`src/verilog/pipeCpu_defs.svh`:
```
/*
 * Pipelined MIPS core definitions
 * Data and register-index widths, reset PC and instruction field ranges
 */

`ifndef PIPE_CPU_DEFS_SVH
`define PIPE_CPU_DEFS_SVH

// Widths
`define WORD_W   32
`define REG_W    5

// Fetch starts here after reset
`define RESET_PC 32'h0000_0000

// Instruction fields
`define OPC_F    31:26
`define RS_F     25:21
`define RT_F     20:16
`define RD_F     15:11
`define FUNCT_F  5:0
`define IMM_F    15:0

// j target index
`define JIDX_F   25:0

`endif

```
`src/verilog/isaPkg.sv`:
```
/*
 * MIPS instruction encoding types
 * Data word, register index, and the opcodes and functs the core decodes
 */

`include "pipeCpu_defs.svh"

package isaPkg;

    typedef logic [`WORD_W-1:0] word_t;
    typedef logic [`REG_W-1:0]  regIdx_t;

    // Primary opcode, bits 31:26
    typedef enum logic [5:0] {
        RTYPE = 6'h00,
        J     = 6'h02,
        BEQ   = 6'h04,
        BNE   = 6'h05,
        ADDIU = 6'h09,
        ANDI  = 6'h0c,
        ORI   = 6'h0d,
        LUI   = 6'h0f,
        LW    = 6'h23,
        SW    = 6'h2b
    } opcode_t;

    // R-type function field, bits 5:0
    typedef enum logic [5:0] {
        JR   = 6'h08,
        ADDU = 6'h21,
        SUBU = 6'h23,
        AND  = 6'h24,
        OR   = 6'h25,
        SLT  = 6'h2a
    } funct_t;

endpackage

```
`src/verilog/pipePkg.sv`:
```
/*
 * Pipeline-internal types
 * ALU operation, forwarding select and the payload of each stage register
 */

package pipePkg;

    typedef enum logic [2:0] {ADD, SUB, AND, OR, SLT, LUI} aluOp_t;

    // Source of an EX operand
    typedef enum logic [1:0] {NONE, MEM, WB} fwdSel_t;

    typedef struct packed {
        aluOp_t aluOp;
        logic   useImm;
        logic   zeroExtImm;
        logic   memRead;
        logic   memWrite;
        logic   isBeq;
        logic   isBne;
        logic   isJr;
        logic   regWrite;
    } decoded_t;

    // IF/ID
    typedef struct packed {
        isaPkg::word_t nextPc;
        isaPkg::word_t inst;
    } idPayload_t;

    // ID/EX
    typedef struct packed {
        isaPkg::word_t   nextPc;
        isaPkg::regIdx_t rs;
        isaPkg::regIdx_t rt;
        isaPkg::word_t   rsVal;
        isaPkg::word_t   rtVal;
        isaPkg::word_t   extImm;
        decoded_t        ctl;
        isaPkg::regIdx_t dest;
    } exPayload_t;

    // EX/MEM
    typedef struct packed {
        isaPkg::word_t   aluResult;
        isaPkg::word_t   storeData;
        isaPkg::regIdx_t dest;
        logic            regWrite;
        logic            memRead;
        logic            memWrite;
    } memPayload_t;

    // MEM/WB
    typedef struct packed {
        logic            fromLoad;
        isaPkg::word_t   aluResult;
        isaPkg::word_t   loadData;
        isaPkg::regIdx_t dest;
        logic            regWrite;
    } wbPayload_t;

endpackage

```
`src/verilog/alu.sv`:
```
/*
 * 32-bit ALU
 * add, sub, and, or, signed slt and lui, with a zero flag for branches
 */

module alu (
    input  isaPkg::word_t   opA,
    input  isaPkg::word_t   opB,
    input  pipePkg::aluOp_t aluOp,
    output isaPkg::word_t   result,
    output logic            zero
);

    always_comb begin
        case (aluOp)
            pipePkg::ADD: result = opA + opB;
            pipePkg::SUB: result = opA - opB;
            pipePkg::AND: result = opA & opB;
            pipePkg::OR:  result = opA | opB;
            pipePkg::SLT: begin
                result = isaPkg::word_t'($signed(opA) < $signed(opB));
            end
            // Immediate into the upper half
            pipePkg::LUI: result = {opB[15:0], 16'h0000};
            default:      result = '0;
        endcase
    end

    assign zero = (result == '0);

endmodule

```
`src/verilog/decoder.sv`:
```
/*
 * Instruction decoder
 * Produces ALU operation, operand and memory controls, branch flags,
 * extended immediate, destination register and the j target
 */

`include "pipeCpu_defs.svh"

module decoder (
    input  isaPkg::word_t     inst,
    output pipePkg::decoded_t dec,
    output isaPkg::word_t     extImm,
    output isaPkg::regIdx_t   destReg,
    output logic              isJump,
    output isaPkg::word_t     jumpTarget
);

    isaPkg::opcode_t opcode;
    isaPkg::funct_t  funct;
    logic [15:0]     imm;

    assign opcode = isaPkg::opcode_t'(inst[`OPC_F]);
    assign funct  = isaPkg::funct_t'(inst[`FUNCT_F]);
    assign imm    = inst[`IMM_F];

    always_comb begin
        dec    = '0;
        isJump = 1'b0;
        case (opcode)
            isaPkg::RTYPE: begin
                dec.regWrite = 1'b1;
                case (funct)
                    isaPkg::ADDU: dec.aluOp = pipePkg::ADD;
                    isaPkg::SUBU: dec.aluOp = pipePkg::SUB;
                    isaPkg::AND:  dec.aluOp = pipePkg::AND;
                    isaPkg::OR:   dec.aluOp = pipePkg::OR;
                    isaPkg::SLT:  dec.aluOp = pipePkg::SLT;
                    isaPkg::JR: begin
                        dec.isJr     = 1'b1;
                        dec.regWrite = 1'b0;
                    end
                    default:      dec.regWrite = 1'b0;
                endcase
            end
            isaPkg::ADDIU, isaPkg::LW, isaPkg::SW: begin
                dec.aluOp    = pipePkg::ADD;
                dec.useImm   = 1'b1;
                dec.memRead  = (opcode == isaPkg::LW);
                dec.memWrite = (opcode == isaPkg::SW);
                dec.regWrite = (opcode != isaPkg::SW);
            end
            isaPkg::ANDI, isaPkg::ORI: begin
                dec.aluOp      = (opcode == isaPkg::ANDI) ? pipePkg::AND : pipePkg::OR;
                dec.useImm     = 1'b1;
                dec.zeroExtImm = 1'b1;
                dec.regWrite   = 1'b1;
            end
            isaPkg::LUI: begin
                dec.aluOp    = pipePkg::LUI;
                dec.useImm   = 1'b1;
                dec.regWrite = 1'b1;
            end
            // Compare by subtraction, zero flag decides in EX
            isaPkg::BEQ, isaPkg::BNE: begin
                dec.aluOp = pipePkg::SUB;
                dec.isBeq = (opcode == isaPkg::BEQ);
                dec.isBne = (opcode == isaPkg::BNE);
            end
            isaPkg::J:     isJump = 1'b1;
            default: ;
        endcase
    end

    assign extImm = dec.zeroExtImm ? {16'h0000, imm} : {{16{imm[15]}}, imm};

    assign destReg = (opcode == isaPkg::RTYPE) ? inst[`RD_F] : inst[`RT_F];

    // Upper four bits come from the fetch PC in the top level
    assign jumpTarget = {4'h0, inst[`JIDX_F], 2'b00};

endmodule

```
`src/verilog/hazardUnit.sv`:
```
/*
 * Hazard unit
 * Forwarding selects for the EX operands and the load-use stall
 */

module hazardUnit (
    input  isaPkg::regIdx_t  idRs,
    input  isaPkg::regIdx_t  idRt,
    input  isaPkg::regIdx_t  exRs,
    input  isaPkg::regIdx_t  exRt,
    input  isaPkg::regIdx_t  exDest,
    input  isaPkg::regIdx_t  memDest,
    input  isaPkg::regIdx_t  wbDest,
    input  logic             exMemRead,
    input  logic             memRegWrite,
    input  logic             wbRegWrite,
    output pipePkg::fwdSel_t rsFwd,
    output pipePkg::fwdSel_t rtFwd,
    output logic             stall
);

    // Youngest producer wins
    function automatic pipePkg::fwdSel_t pickSource(isaPkg::regIdx_t src);
        if (src == '0) begin
            return pipePkg::NONE;
        end
        if (memRegWrite && memDest == src) begin
            return pipePkg::MEM;
        end
        if (wbRegWrite && wbDest == src) begin
            return pipePkg::WB;
        end
        return pipePkg::NONE;
    endfunction

    assign rsFwd = pickSource(exRs);
    assign rtFwd = pickSource(exRt);

    // Load data is not ready until WB, so hold ID one cycle
    assign stall = exMemRead && exDest != '0 && (exDest == idRs || exDest == idRt);

endmodule

```
`src/verilog/pipeCpu.sv`:
```
/*
 * Five-stage pipelined MIPS core
 * IF, ID, EX, MEM and WB with forwarding, load-use stall and branch flush;
 * instruction and data memories sit outside and answer combinationally
 */

`include "pipeCpu_defs.svh"

module pipeCpu (
    input  logic          clk,
    input  logic          arstN,

    output isaPkg::word_t pc,
    input  isaPkg::word_t inst,

    output isaPkg::word_t dataAddress,
    output isaPkg::word_t writeData,
    output logic          memRead,
    output logic          memWrite,
    input  isaPkg::word_t readData
);

    pipePkg::idPayload_t  ifPl;
    pipePkg::idPayload_t  idPl;
    pipePkg::exPayload_t  idExIn;
    pipePkg::exPayload_t  exPl;
    pipePkg::memPayload_t exMemIn;
    pipePkg::memPayload_t memPl;
    pipePkg::wbPayload_t  memWbIn;
    pipePkg::wbPayload_t  wbPl;

    isaPkg::word_t     pcNext;
    isaPkg::word_t     pcPlus4;
    logic              stall;
    logic              idFlush;
    logic              exFlush;

    pipePkg::decoded_t idDec;
    isaPkg::word_t     idExtImm;
    isaPkg::regIdx_t   idDest;
    logic              idJump;
    isaPkg::word_t     idJumpTarget;
    isaPkg::word_t     idRsVal;
    isaPkg::word_t     idRtVal;

    pipePkg::fwdSel_t  rsFwd;
    pipePkg::fwdSel_t  rtFwd;
    isaPkg::word_t     exRsVal;
    isaPkg::word_t     exRtVal;
    isaPkg::word_t     exAluB;
    isaPkg::word_t     exAluResult;
    logic              exZero;
    logic              exTaken;
    isaPkg::word_t     exTarget;

    isaPkg::word_t     wbValue;

    // ------------------------------------------------------------------------
    // IF
    // ------------------------------------------------------------------------
    assign pcPlus4 = pc + 32'd4;

    // Priority: EX redirect, then j in ID, then stall hold
    always_comb begin
        if (exTaken) begin
            pcNext = exTarget;
        end else if (idJump) begin
            pcNext = {idPl.nextPc[31:28], 28'h0} | idJumpTarget;
        end else if (stall) begin
            pcNext = pc;
        end else begin
            pcNext = pcPlus4;
        end
    end

    always_ff @(posedge clk or negedge arstN) begin
        if (!arstN) begin
            pc <= `RESET_PC;
        end else begin
            pc <= pcNext;
        end
    end

    assign ifPl    = '{nextPc: pcPlus4, inst: inst};
    assign idFlush = exTaken | idJump;

    stageReg #(.payload_t(pipePkg::idPayload_t)) ifIdReg (
        .clk   (clk),
        .arstN (arstN),
        .stall (stall),
        .flush (idFlush),
        .d     (ifPl),
        .q     (idPl)
    );

    // ------------------------------------------------------------------------
    // ID
    // ------------------------------------------------------------------------
    decoder idDecoder (
        .inst       (idPl.inst),
        .dec        (idDec),
        .extImm     (idExtImm),
        .destReg    (idDest),
        .isJump     (idJump),
        .jumpTarget (idJumpTarget)
    );

    regFile regs (
        .clk         (clk),
        .arstN       (arstN),
        .readReg1    (idPl.inst[`RS_F]),
        .readReg2    (idPl.inst[`RT_F]),
        .writeReg    (wbPl.dest),
        .writeEnable (wbPl.regWrite),
        .writeData   (wbValue),
        .readData1   (idRsVal),
        .readData2   (idRtVal)
    );

    hazardUnit hazards (
        .idRs        (idPl.inst[`RS_F]),
        .idRt        (idPl.inst[`RT_F]),
        .exRs        (exPl.rs),
        .exRt        (exPl.rt),
        .exDest      (exPl.dest),
        .memDest     (memPl.dest),
        .wbDest      (wbPl.dest),
        .exMemRead   (exPl.ctl.memRead),
        .memRegWrite (memPl.regWrite),
        .wbRegWrite  (wbPl.regWrite),
        .rsFwd       (rsFwd),
        .rtFwd       (rtFwd),
        .stall       (stall)
    );

    assign idExIn = '{
        nextPc: idPl.nextPc,
        rs:     idPl.inst[`RS_F],
        rt:     idPl.inst[`RT_F],
        rsVal:  idRsVal,
        rtVal:  idRtVal,
        extImm: idExtImm,
        ctl:    idDec,
        dest:   idDest
    };

    // Stall turns the EX slot into a bubble
    assign exFlush = exTaken | stall;

    stageReg #(.payload_t(pipePkg::exPayload_t)) idExReg (
        .clk   (clk),
        .arstN (arstN),
        .stall (1'b0),
        .flush (exFlush),
        .d     (idExIn),
        .q     (exPl)
    );

    // ------------------------------------------------------------------------
    // EX
    // ------------------------------------------------------------------------
    function automatic isaPkg::word_t fwdMux(pipePkg::fwdSel_t sel, isaPkg::word_t regVal);
        case (sel)
            pipePkg::MEM: return memPl.aluResult;
            pipePkg::WB:  return wbValue;
            default:      return regVal;
        endcase
    endfunction

    assign exRsVal = fwdMux(rsFwd, exPl.rsVal);
    assign exRtVal = fwdMux(rtFwd, exPl.rtVal);
    assign exAluB  = exPl.ctl.useImm ? exPl.extImm : exRtVal;

    alu exAlu (
        .opA    (exRsVal),
        .opB    (exAluB),
        .aluOp  (exPl.ctl.aluOp),
        .result (exAluResult),
        .zero   (exZero)
    );

    assign exTaken = (exPl.ctl.isBeq && exZero) || (exPl.ctl.isBne && !exZero) || exPl.ctl.isJr;
    assign exTarget = exPl.ctl.isJr ? exRsVal : exPl.nextPc + (exPl.extImm << 2);

    assign exMemIn = '{
        aluResult: exAluResult,
        storeData: exRtVal,
        dest:      exPl.dest,
        regWrite:  exPl.ctl.regWrite,
        memRead:   exPl.ctl.memRead,
        memWrite:  exPl.ctl.memWrite
    };

    stageReg #(.payload_t(pipePkg::memPayload_t)) exMemReg (
        .clk   (clk),
        .arstN (arstN),
        .stall (1'b0),
        .flush (1'b0),
        .d     (exMemIn),
        .q     (memPl)
    );

    // ------------------------------------------------------------------------
    // MEM
    // ------------------------------------------------------------------------
    assign dataAddress = memPl.aluResult;
    assign writeData   = memPl.storeData;
    assign memRead     = memPl.memRead;
    assign memWrite    = memPl.memWrite;

    assign memWbIn = '{
        fromLoad:  memPl.memRead,
        aluResult: memPl.aluResult,
        loadData:  readData,
        dest:      memPl.dest,
        regWrite:  memPl.regWrite
    };

    stageReg #(.payload_t(pipePkg::wbPayload_t)) memWbReg (
        .clk   (clk),
        .arstN (arstN),
        .stall (1'b0),
        .flush (1'b0),
        .d     (memWbIn),
        .q     (wbPl)
    );

    // ------------------------------------------------------------------------
    // WB
    // ------------------------------------------------------------------------
    assign wbValue = wbPl.fromLoad ? wbPl.loadData : wbPl.aluResult;

endmodule

```
`src/verilog/regFile.sv`:
```
/*
 * 32 x 32 register file
 * Register 0 reads as zero, a same-cycle write is bypassed to both read ports
 */

module regFile (
    input  logic            clk,
    input  logic            arstN,
    input  isaPkg::regIdx_t readReg1,
    input  isaPkg::regIdx_t readReg2,
    input  isaPkg::regIdx_t writeReg,
    input  logic            writeEnable,
    input  isaPkg::word_t   writeData,
    output isaPkg::word_t   readData1,
    output isaPkg::word_t   readData2
);

    isaPkg::word_t regs [1:31];

    always_ff @(posedge clk or negedge arstN) begin
        if (!arstN) begin
            for (int i = 1; i < 32; i++) begin
                regs[i] <= '0;
            end
        end else if (writeEnable && writeReg != '0) begin
            regs[writeReg] <= writeData;
        end
    end

    function automatic isaPkg::word_t readPort(isaPkg::regIdx_t idx);
        if (idx == '0) begin
            return '0;
        end
        // WB result visible to ID in the same cycle
        if (writeEnable && idx == writeReg) begin
            return writeData;
        end
        return regs[idx];
    endfunction

    assign readData1 = readPort(readReg1);
    assign readData2 = readPort(readReg2);

endmodule

```
`src/verilog/stageReg.sv`:
```
/*
 * Generic pipeline stage register
 * Holds its payload on stall, loads an all-zero bubble on flush
 */

module stageReg #(
    parameter type payload_t = logic
) (
    input  logic     clk,
    input  logic     arstN,
    input  logic     stall,
    input  logic     flush,
    input  payload_t d,
    output payload_t q
);

    // Flush beats stall so a held slot can still be killed
    always_ff @(posedge clk or negedge arstN) begin
        if (!arstN) begin
            q <= '0;
        end else if (flush) begin
            q <= '0;
        end else if (!stall) begin
            q <= d;
        end
    end

endmodule
```
`config.mk`:
```
export PLATFORM = sky130hd
export DESIGN_NAME = pipeCpu
export DESIGN_NICKNAME = d
export VERILOG_FILES = /design/src/verilog/isaPkg.sv /design/src/verilog/pipePkg.sv /design/src/verilog/alu.sv /design/src/verilog/decoder.sv /design/src/verilog/hazardUnit.sv /design/src/verilog/pipeCpu.sv /design/src/verilog/regFile.sv /design/src/verilog/stageReg.sv
export VERILOG_INCLUDE_DIRS = /design/src /design/src/verilog
export SDC_FILE = /design/constraint.sdc
export NUM_CORES = 2
export LEC_CHECK = 0
export BUFFER_PORTS_ARGS = -buffer_cell sky130_fd_sc_hd__buf_4
export CORE_MARGIN = 1
export CORE_UTILIZATION = 25
export DETAILED_ROUTE_END_ITERATION = 7
export MAX_ROUTING_LAYER = met4
export SLEW_MARGIN = 30
export SYNTH_ARGS = -nofsm -noshare
export SYNTH_HDL_FRONTEND = slang
export SYNTH_SLANG_ARGS = --single-unit
```
`constraint.sdc`:
```
create_clock -name clk -period 8.9 [get_ports clk]
set_clock_uncertainty 0.2 [all_clocks]
set_input_delay 2.225 -clock clk [delete_from_list [all_inputs] [get_ports clk]]
set_output_delay 2.225 -clock clk [all_outputs]
set_load 0.01 [all_outputs]
```
Word level (Yosys, flattened, before mapping)
Index checks and enable logic that the tools add are counted.
{"block": "op_classes", "add_sub_neg": 4, "n_lt_le_gt_ge": 5, "n_eq_ne": 35, "mux": 73, "bitwise": 8, "reduce_logical": 31}
{"cell": "bitwise mux 992 bit", "n": 1}
{"cell": "two-way mux 32 bit", "n": 20}
{"cell": "binary-select mux 32 bit (select 5 bit)", "n": 2}
{"cell": "one-hot mux 32 bit (6 select lines)", "n": 1}
{"cell": "demux 32 bit (select 5 bit)", "n": 1}
{"cell": "two-way mux 154 bit", "n": 1}
{"cell": "two-way mux 64 bit", "n": 2}
{"cell": "one-hot mux 32 bit (2 select lines)", "n": 2}
{"cell": "adder 32 bit", "n": 2}
{"cell": "equality test 6 bit (second input constant)", "n": 7}
{"cell": "equality test 5 bit", "n": 8}
{"cell": "adder 32 x 3 -> 32 bit (second input constant)", "n": 1}
{"cell": "AND 32 bit", "n": 1}
{"cell": "logical NOT 32 bit", "n": 1}
{"cell": "< comparator 32 bit", "n": 1}
{"cell": "bitwise OR 32 x 28 -> 32 bit", "n": 1}
{"cell": "bitwise OR 32 bit", "n": 1}
{"cell": "subtractor 32 bit", "n": 1}
{"cell": "equality test 6 x 4 -> 1 bit (second input constant)", "n": 5}
{"cell": "two-way mux 2 bit", "n": 14}
{"cell": "two-way mux 1 bit", "n": 25}
{"cell": "one-hot mux 3 bit (4 select lines)", "n": 2}
{"cell": "logical NOT 5 bit", "n": 4}
{"cell": "greater-or-equal comparator 6 bit (second input constant)", "n": 3}
{"cell": "other kinds (25)", "n": 49}
{"block": "totals", "reg_bits": 1384, "input_bits": 66, "out_inout_bits": 98, "elab_cells": 216}

Logic depth before layout (Yosys ltp)
{"block": "depth", "word_depth": 21, "depth_mapped": 32, "mapped_depth_nobuf": 25}

Hierarchy
From an unflattened synthesis, not the netlist that was laid out.
{"block": "hier_totals", "hier_cells": 6891, "area_unflattened_um2": 81704.6}
{"module": "regFile", "n_inst": 1, "cells_each": 3901, "area_per_inst_um2": 54227.0, "seq_area_each_um2": 24823.8}
{"module": "stageReg at idExReg", "n_inst": 1, "cells_each": 496, "area_per_inst_um2": 6193.4, "seq_area_each_um2": 3853.7}
{"module": "pipeCpu", "n_inst": 1, "cells_each": 817, "area_per_inst_um2": 6069.6, "seq_area_each_um2": 800.8}
{"module": "alu", "n_inst": 1, "cells_each": 844, "area_per_inst_um2": 5535.3, "seq_area_each_um2": 0.0}
{"module": "stageReg at exMemReg", "n_inst": 1, "cells_each": 232, "area_per_inst_um2": 2940.3, "seq_area_each_um2": 1801.7}
{"module": "stageReg at memWbReg", "n_inst": 1, "cells_each": 229, "area_per_inst_um2": 2901.5, "seq_area_each_um2": 1776.7}
{"module": "stageReg at ifIdReg", "n_inst": 1, "cells_each": 206, "area_per_inst_um2": 2611.3, "seq_area_each_um2": 1601.5}
{"module": "decoder", "n_inst": 1, "cells_each": 113, "area_per_inst_um2": 800.8, "seq_area_each_um2": 0.0}
{"module": "hazardUnit", "n_inst": 1, "cells_each": 53, "area_per_inst_um2": 425.4, "seq_area_each_um2": 0.0}

Worst setup path before layout
OpenSTA, ideal clock, no wires.
{"block": "synth_path", "path_kind": "reg2reg", "from": "reg memWbReg.q[4] (netlist bit)", "to": "reg pc[29]", "setup_ps": 125, "arrival_time_ps": 6382, "t_required_ps": 8575, "setup_slack_ps": 2193, "stages_incl_launch_ff": 30, "n_path_buf": 8, "period_less_slack_ps": 6707, "cell_sequence": "dfrtp_1 -> buf_1 -> xor2_1 -> a21oi_1 -> nand3_1 -> nor4_1 -> ha_1 -> buf_2 -> buf_1 -> buf_1 -> clkbuf_1 -> nor2_1 -> a21oi_1 -> o21ai_0 -> ha_1 -> buf_2 -> nor4_1 -> and3_1 -> nand2_1 -> o21ai_0 -> mux2i_1 -> nand4_1 -> or4_1 -> nor4_1 -> nand4b_1 -> o21ai_1 -> or3b_1 -> buf_4 -> buf_6 -> mux2_4"}
{"block": "synth_via", "elab_chain_cells": 19, "elab_cells_between_ends": 40, "cone_classes": "2 x add/sub; 1 x order compare; 7 x eq/ne; 20 x mux; 2 x bitwise; 8 x reduce/logical"}
{"element": "start: declaration", "line": "stageReg.sv:14", "rtl": "output payload_t q"}
{"element": "start signal: assignment", "line": "stageReg.sv:20", "rtl": "q <= '0;"}
{"element": "start signal: assignment", "line": "stageReg.sv:22", "rtl": "q <= '0;"}
{"element": "start signal: assignment", "line": "stageReg.sv:24", "rtl": "q <= d;"}
{"element": "equality test 5 bit", "line": "hazardUnit.sv:30", "rtl": "if (wbRegWrite && wbDest == src) begin"}
{"element": "logical AND 1 bit", "line": "hazardUnit.sv:30"}
{"element": "two-way mux 1 bit (2 in series)", "line": "hazardUnit.sv:30"}
{"element": "two-way mux 1 bit", "line": "hazardUnit.sv:27", "rtl": "if (memRegWrite && memDest == src) begin"}
{"element": "two-way mux 2 bit", "line": "hazardUnit.sv:33", "rtl": "return pipePkg::NONE;"}
{"element": "two-way mux 2 bit", "line": "hazardUnit.sv:30"}
{"element": "two-way mux 2 bit", "line": "hazardUnit.sv:27"}
{"element": "equality test 2 bit / equality test 2 x 1 -> 1 bit (equally long branches)", "line": "pipeCpu.sv:163", "rtl": "case (sel)"}
{"element": "[... 2 more ...]"}
{"element": "subtractor 32 bit, or another cell as far along", "line": "alu.sv:17", "rtl": "pipePkg::SUB: result = opA - opB;"}
{"element": "one-hot mux 32 bit (6 select lines) (*)", "line": "alu.sv:15", "rtl": "case (aluOp)"}
{"element": "named net exAlu.result[26]", "line": "alu.sv:10", "rtl": "output isaPkg::word_t result,"}
{"element": "logical NOT 32 bit (*)", "line": "alu.sv:29", "rtl": "assign zero = (result == '0);"}
{"element": "logical NOT 1 bit", "line": "pipeCpu.sv:182", "rtl": "assign exTaken = (exPl.ctl.isBeq && exZero) || (exPl.ctl.isBne && !exZero) || exPl.ctl.isJr;"}
{"element": "logical AND 1 bit", "line": "pipeCpu.sv:182"}
{"element": "logical OR 1 bit (*) (2 in series)", "line": "pipeCpu.sv:182"}
{"element": "!= test 3 bit (no source line) / two-way mux 32 bit (equally long branches)"}
{"element": "end signal: assignment", "line": "pipeCpu.sv:78", "rtl": "pc <= `RESET_PC;"}
{"element": "end signal: assignment", "line": "pipeCpu.sv:80", "rtl": "pc <= pcNext;"}
{"element": "end: declaration", "line": "pipeCpu.sv:13", "rtl": "output isaPkg::word_t pc,"}
The timed path passes the listed nets; every way through them passes the cells marked *. The select of a mux whose other input is x is not followed.
A chain may end at the register's enable or synchronous reset.

Worst setup path after layout
{"block": "layout_path", "from": "reg idExReg.q[114] (netlist bit)", "to": "reg ifIdReg.q[45] (netlist bit)"}
{"block": "layout_via", "elab_chain_cells": 20, "elab_cells_between_ends": 35, "cone_classes": "2 x add/sub; 1 x order compare; 5 x eq/ne; 15 x mux; 3 x bitwise; 9 x reduce/logical"}
{"element": "start: declaration", "line": "stageReg.sv:14"}
{"element": "start signal: assignment", "line": "stageReg.sv:20"}
{"element": "start signal: assignment", "line": "stageReg.sv:22"}
{"element": "start signal: assignment", "line": "stageReg.sv:24"}
{"element": "equality test 5 bit", "line": "hazardUnit.sv:30"}
{"element": "logical AND 1 bit", "line": "hazardUnit.sv:30"}
{"element": "two-way mux 1 bit (2 in series)", "line": "hazardUnit.sv:30"}
{"element": "two-way mux 1 bit", "line": "hazardUnit.sv:27"}
{"element": "two-way mux 2 bit", "line": "hazardUnit.sv:33"}
{"element": "two-way mux 2 bit", "line": "hazardUnit.sv:30"}
{"element": "two-way mux 2 bit (*)", "line": "hazardUnit.sv:27"}
{"element": "equality test 2 bit / equality test 2 x 1 -> 1 bit (equally long branches)", "line": "pipeCpu.sv:163"}
{"element": "[... 3 more ...]"}
{"element": "one-hot mux 32 bit (6 select lines) (*)", "line": "alu.sv:15"}
{"element": "named net exAlu.result[26]", "line": "alu.sv:10"}
{"element": "logical NOT 32 bit (*)", "line": "alu.sv:29"}
{"element": "logical NOT 1 bit", "line": "pipeCpu.sv:182"}
{"element": "logical AND 1 bit", "line": "pipeCpu.sv:182"}
{"element": "logical OR 1 bit (*) (2 in series)", "line": "pipeCpu.sv:182"}
{"element": "bitwise OR 1 bit (*)", "line": "pipeCpu.sv:85", "rtl": "assign idFlush = exTaken | idJump;"}
{"element": "!= test 2 bit (no source line) / two-way mux 64 bit (equally long branches)"}
{"element": "end signal: assignment", "line": "stageReg.sv:20"}
{"element": "end signal: assignment", "line": "stageReg.sv:22"}
{"element": "end signal: assignment", "line": "stageReg.sv:24"}
{"element": "end: declaration", "line": "stageReg.sv:14"}
Marked as above.

==> flow_metrics.py <==
metrics = {
    "floorplan": {
        "die_height_microns": 550,
        "dieWidth_microns": 550,
        "num_io_pins": 164,
        "num_rows": 200,
        "core_sq_mm": 0.298,
        "dieArea_sq_mm": 0.302,
        "start_util_pct": 25.2,
    },
    "detailed_routing": {
        "vias": 57600,
        "wire_per_inst_microns": 24.7,
        "route.detailed.drc": 0,
        "first_iter_violations": 6425,
        "vias_per_cell": 5.28,
        "first_pass_iters": 6,
        "postRouteWirelength_microns": 269000,
        "drtAntennaViolNets": 0,
    },
    "critical_path": {
        "worstPathArrival_ns": 9.09,
        "crit_required_ns": 9.39,
        "cp-end-kind": "flop",
        "path_class": "reg -> reg",
        "worstSetupStartpointType": "flop",
        "crit_fanout": 38,
    },
    "clock_network": {
        "cts_setup_buffers": 0,
        "cts.path.max_buffers": 3,
        "cts_tree": "done",
        "clk_latency_ns": 0.82,
        "cts-root-buf": "clkbuf_16",
        "h-tree-depth": 4,
        "path_clk_slew_ns": 0.06,
        "clkSinkCount": 1369,
        "cts_buffers": 155,
        "cts_hold_buf": 0,
    },
    "pwr": {
        "p_int_mw": 13.3,
        "vdd_ir_drop_max_uv": 217,
        "p_total_mw": 20.2,
        "p_leak_nw": 36.4,
        "swShare_pct": 34.3,
        "pwr-share-comb_pct": 26.6,
        "power_density_mw_per_mm2": 235,
        "seq_power_share_pct": 39.8,
        "p_sw_mw": 6.93,
        "clockPowerShare_pct": 33.6,
    },
    "synthesis": {
        "yosys.area.top_type": "dfrtp_1",
        "synth_cell_type_count": 92,
        "synth_flop_cell": "dfrtp_1",
        "synth_top_area_share_pct": 45.6,
        "seq_area_frac_synth_pct": 45.6,
        "synth_edf_count": 0,
        "syn-cell-area_sq_mm": 0.0751,
        "syn_area_per_cell_sq_um": 10.7,
        "synth_seq_cells": 1369,
        "syn_nets": 7197,
        "synth-async-reset-ratio_pct": 100,
        "synthTopCellsByArea": "dfrtp_1 (46%), mux4_2 (17%), a21oi_1 (4.5%)",
        "netlist_instances": 6995,
        "yosys_warnings": 0,
    },
    "sta": {
        "rsz0062_at_grt": "false",
        "clock.fmax_mhz": 116,
        "slew_headroom_pct": 31.5,
        "fin_setup_tns_ns": 0,
        "slew_violations": 0,
        "worst_pin_slew_ns": 1.03,
        "period_minus_slack_ns": 8.60,
        "min_period_over_period_pct": 96.6,
        "setup_viol": 0,
        "final-hold-violation-count": 0,
    },
    "finish": {
        "postLayoutCellArea_sq_mm": 0.0861,
        "drive_above_1_share_pct": 20.9,
        "synthToLayoutAreaGrowth_pct": 14.6,
        "final_nets": 7030,
        "final_core_util_pct": 28.9,
    },
    "run_status": {
        "status": "complete, no violations",
    },
    "global_routing": {
        "antenna_found_initial": 9,
        "grt_max_degree": 175,
        "grt_pass1_vias": 57700,
        "grt-ovfl-total": 0,
        "grt_pass1_wl_microns": 396000,
        "grtUsageTotal_pct": 18.1,
    },
    "place": {
        "port_buffers": 163,
        "gp_congestion": 1.00,
        "dpl.hpwl_microns": 174000,
        "place_area_sq_mm": 0.0805,
    },
    "job": {
        "cap_violations": 0,
    },
    "worst_hold_path": {
        "hp-class": "reg -> reg",
    },
}
-- Yosys cell counts (all sizes together), types with 4 or more instances --
| master | n |
|---|---|
| a31oi | 11 |
| and2 | 8 |
| or3 | 11 |
| buf | 172 |
| nand3b | 6 |
| dfrtp | 1369 |
| and3 | 92 |
| inv | 144 |
| nor2 | 808 |
| o21a | 14 |
| nor4 | 25 |
| or4 | 8 |
| ha | 133 |
| nor3 | 75 |
| a221oi | 10 |
| a22oi | 72 |
| a2111oi | 36 |
| a21boi | 4 |
| mux2 | 103 |
| clkbuf | 524 |
| nand2 | 731 |
| o22ai | 6 |
| a211o | 5 |
| or2 | 12 |
| o31ai | 16 |
| o21bai | 10 |
| a21oi | 683 |
| a22o | 64 |
| a21o | 27 |
| xnor2 | 75 |
| o21ai | 634 |
| mux4 | 577 |
| nor2b | 18 |
| nand4 | 18 |
| o311ai | 4 |
| o211ai | 26 |
| a211oi | 29 |
| mux2i | 237 |
| nor3b | 6 |
| nand3 | 39 |
| nand2b | 21 |
| xor2 | 69 |
| o311a | 4 |
-- layout make-up --
| class | instances | area (sq um) |
|---|---|---|
| Sequential cell | 1369 | 34300 |
| Clock inverter | 68 | 921 |
| Antenna cell | 2 | 5.00 |
| Tap cell | 3939 | 4930 |
| Timing Repair Buffer | 372 | 3160 |
| Inverter | 144 | 541 |
| Fill cell | 30500 | 212000 |
| Clock buffer | 216 | 4470 |
| Multi-Input combinational cell | 4786 | 37700 |
-- worst max-delay path, cell delays in order, from the launching register on --
cell       delay (ns)
dfrtp_1          0.42
xor2_1           0.17
nor4_1           0.27
and3_1           0.23
nor2b_1          0.31
inv_1            0.11
ha_2             0.62
buf_4            0.38
nor2_1           0.08
a21oi_1          0.40
o21ai_1          0.31
ha_2             0.58
inv_2            0.16
a21oi_1          0.39
o21ai_0          0.27
a22oi_1          0.27
o21ai_0          0.25
mux2i_1          0.21
nand4_1          0.14
or4_1            0.56
nor4_1           0.31
buf_4            0.17
nand4b_1         0.27
o21ai_1          0.32
or3b_4           0.45
buf_12           0.21
a2111oi_1        0.37
-- power groups by stage --
stage	logic (mW)	clock network [mW]	registers (mW)
after CTS	5.29	6.89	8.01
after detailed placement	5.27	0	8.11
final	5.37	6.78	8.04
after global routing	5.79	7.13	8.13
after floorplan	3.56	0	7.67
after global placement	5.17	0	8.05
-- path summary, 6_finish.rpt --
check | start | endpoint | slack (ns) | depth (start not counted)
max in group asynchronous | arstN | regs.regs[454] | 5.35 | 4
hold reg to reg | idExReg.q[9] | exMemReg.q[0] | 0.16 | 0
setup / recovery | idExReg.q[114] | ifIdReg.q[45] | 0.30 | 26
min in group asynchronous | arstN | memWbReg.q[45] | 1.22 | 1
hold / removal | idExReg.q[9] | exMemReg.q[0] | 0.16 | 0
setup reg to reg | idExReg.q[114] | ifIdReg.q[45] | 0.30 | 26
-- routing by layer --
layer / vias to the layer above / wire length (microns) / part of all wire [%] / GRT usage, %
li1: 24800 / - / - / -
met1: 29500 / 113000 / 42 / 23.7
met2: 2677 / 123000 / 46 / 27.6
met3: 630 / 21300 / 7.9 / 3.15
met4: 0 / 12200 / 4.5 / 7.58
met5: - / 0 / 0 / -
-- flip-flops by register name (all words and copies together), names as in the netlist --
name,count
regs.regs,992
idExReg.q,138
exMemReg.q,72
memWbReg.q,71
ifIdReg.q,64
pc,32
-- through the flow --
stage | std cells | hold slack (ns) | setup WS (ns)
finish | 10900 | 0.161 | 0.299
global route | 10900 | 0.172 | 0.0391
CTS | 10900 | 0.162 | 0.0673
detailed placement | 10600 | 0.139 | -0.0180
global placement | 10600 | 0.145 | -0.687
floorplan | 6995 | 0.131 | 2.19
-- cell families after synthesis --
family	after synthesis	synth area share [%]
AND/OR/NAND/NOR	1893	10.6
AO/OA/AOI/OAI	1696	13.1
flip-flops	1369	45.6
multiplexers	917	22.0
buffers and inverters	840	4.65
XOR/XNOR	144	1.68
adder cells (fa/ha/maj)	136	2.30
-- what timing repair did --
action,in CTS,in global routing
pin swaps,0,0
gates resized for setup,1,9
setup endpoints to repair,7,234
-- cell usage in the layout, fill, tap and decap left out, drive strengths merged, types with 10 or more instances in the layout --
cell,synthesis,routed
a31oi,11,11
mux2,103,103
o211ai,26,26
mux2i,237,237
and3,92,92
or3,11,11
a22o,64,64
a211oi,29,29
o21ai,634,634
xor2,69,69
nor4,25,25
nand2b,21,21
xnor2,75,75
mux4,577,577
a2111oi,36,36
bufinv,0,14
nand2,731,731
o21a,14,14
a21o,27,27
o21bai,10,10
a22oi,72,72
inv,144,153
clkbuf,524,216
nand3,39,39
clkinv,0,37
nor2b,18,18
a221oi,10,10
a21oi,683,683
nor2,808,808
o31ai,16,16
ha,133,133
buf,172,372
nand4,18,18
or2,12,12
dfrtp,1369,1369
nor3,75,75
Note: power is estimated with default switching activity, not from simulation.
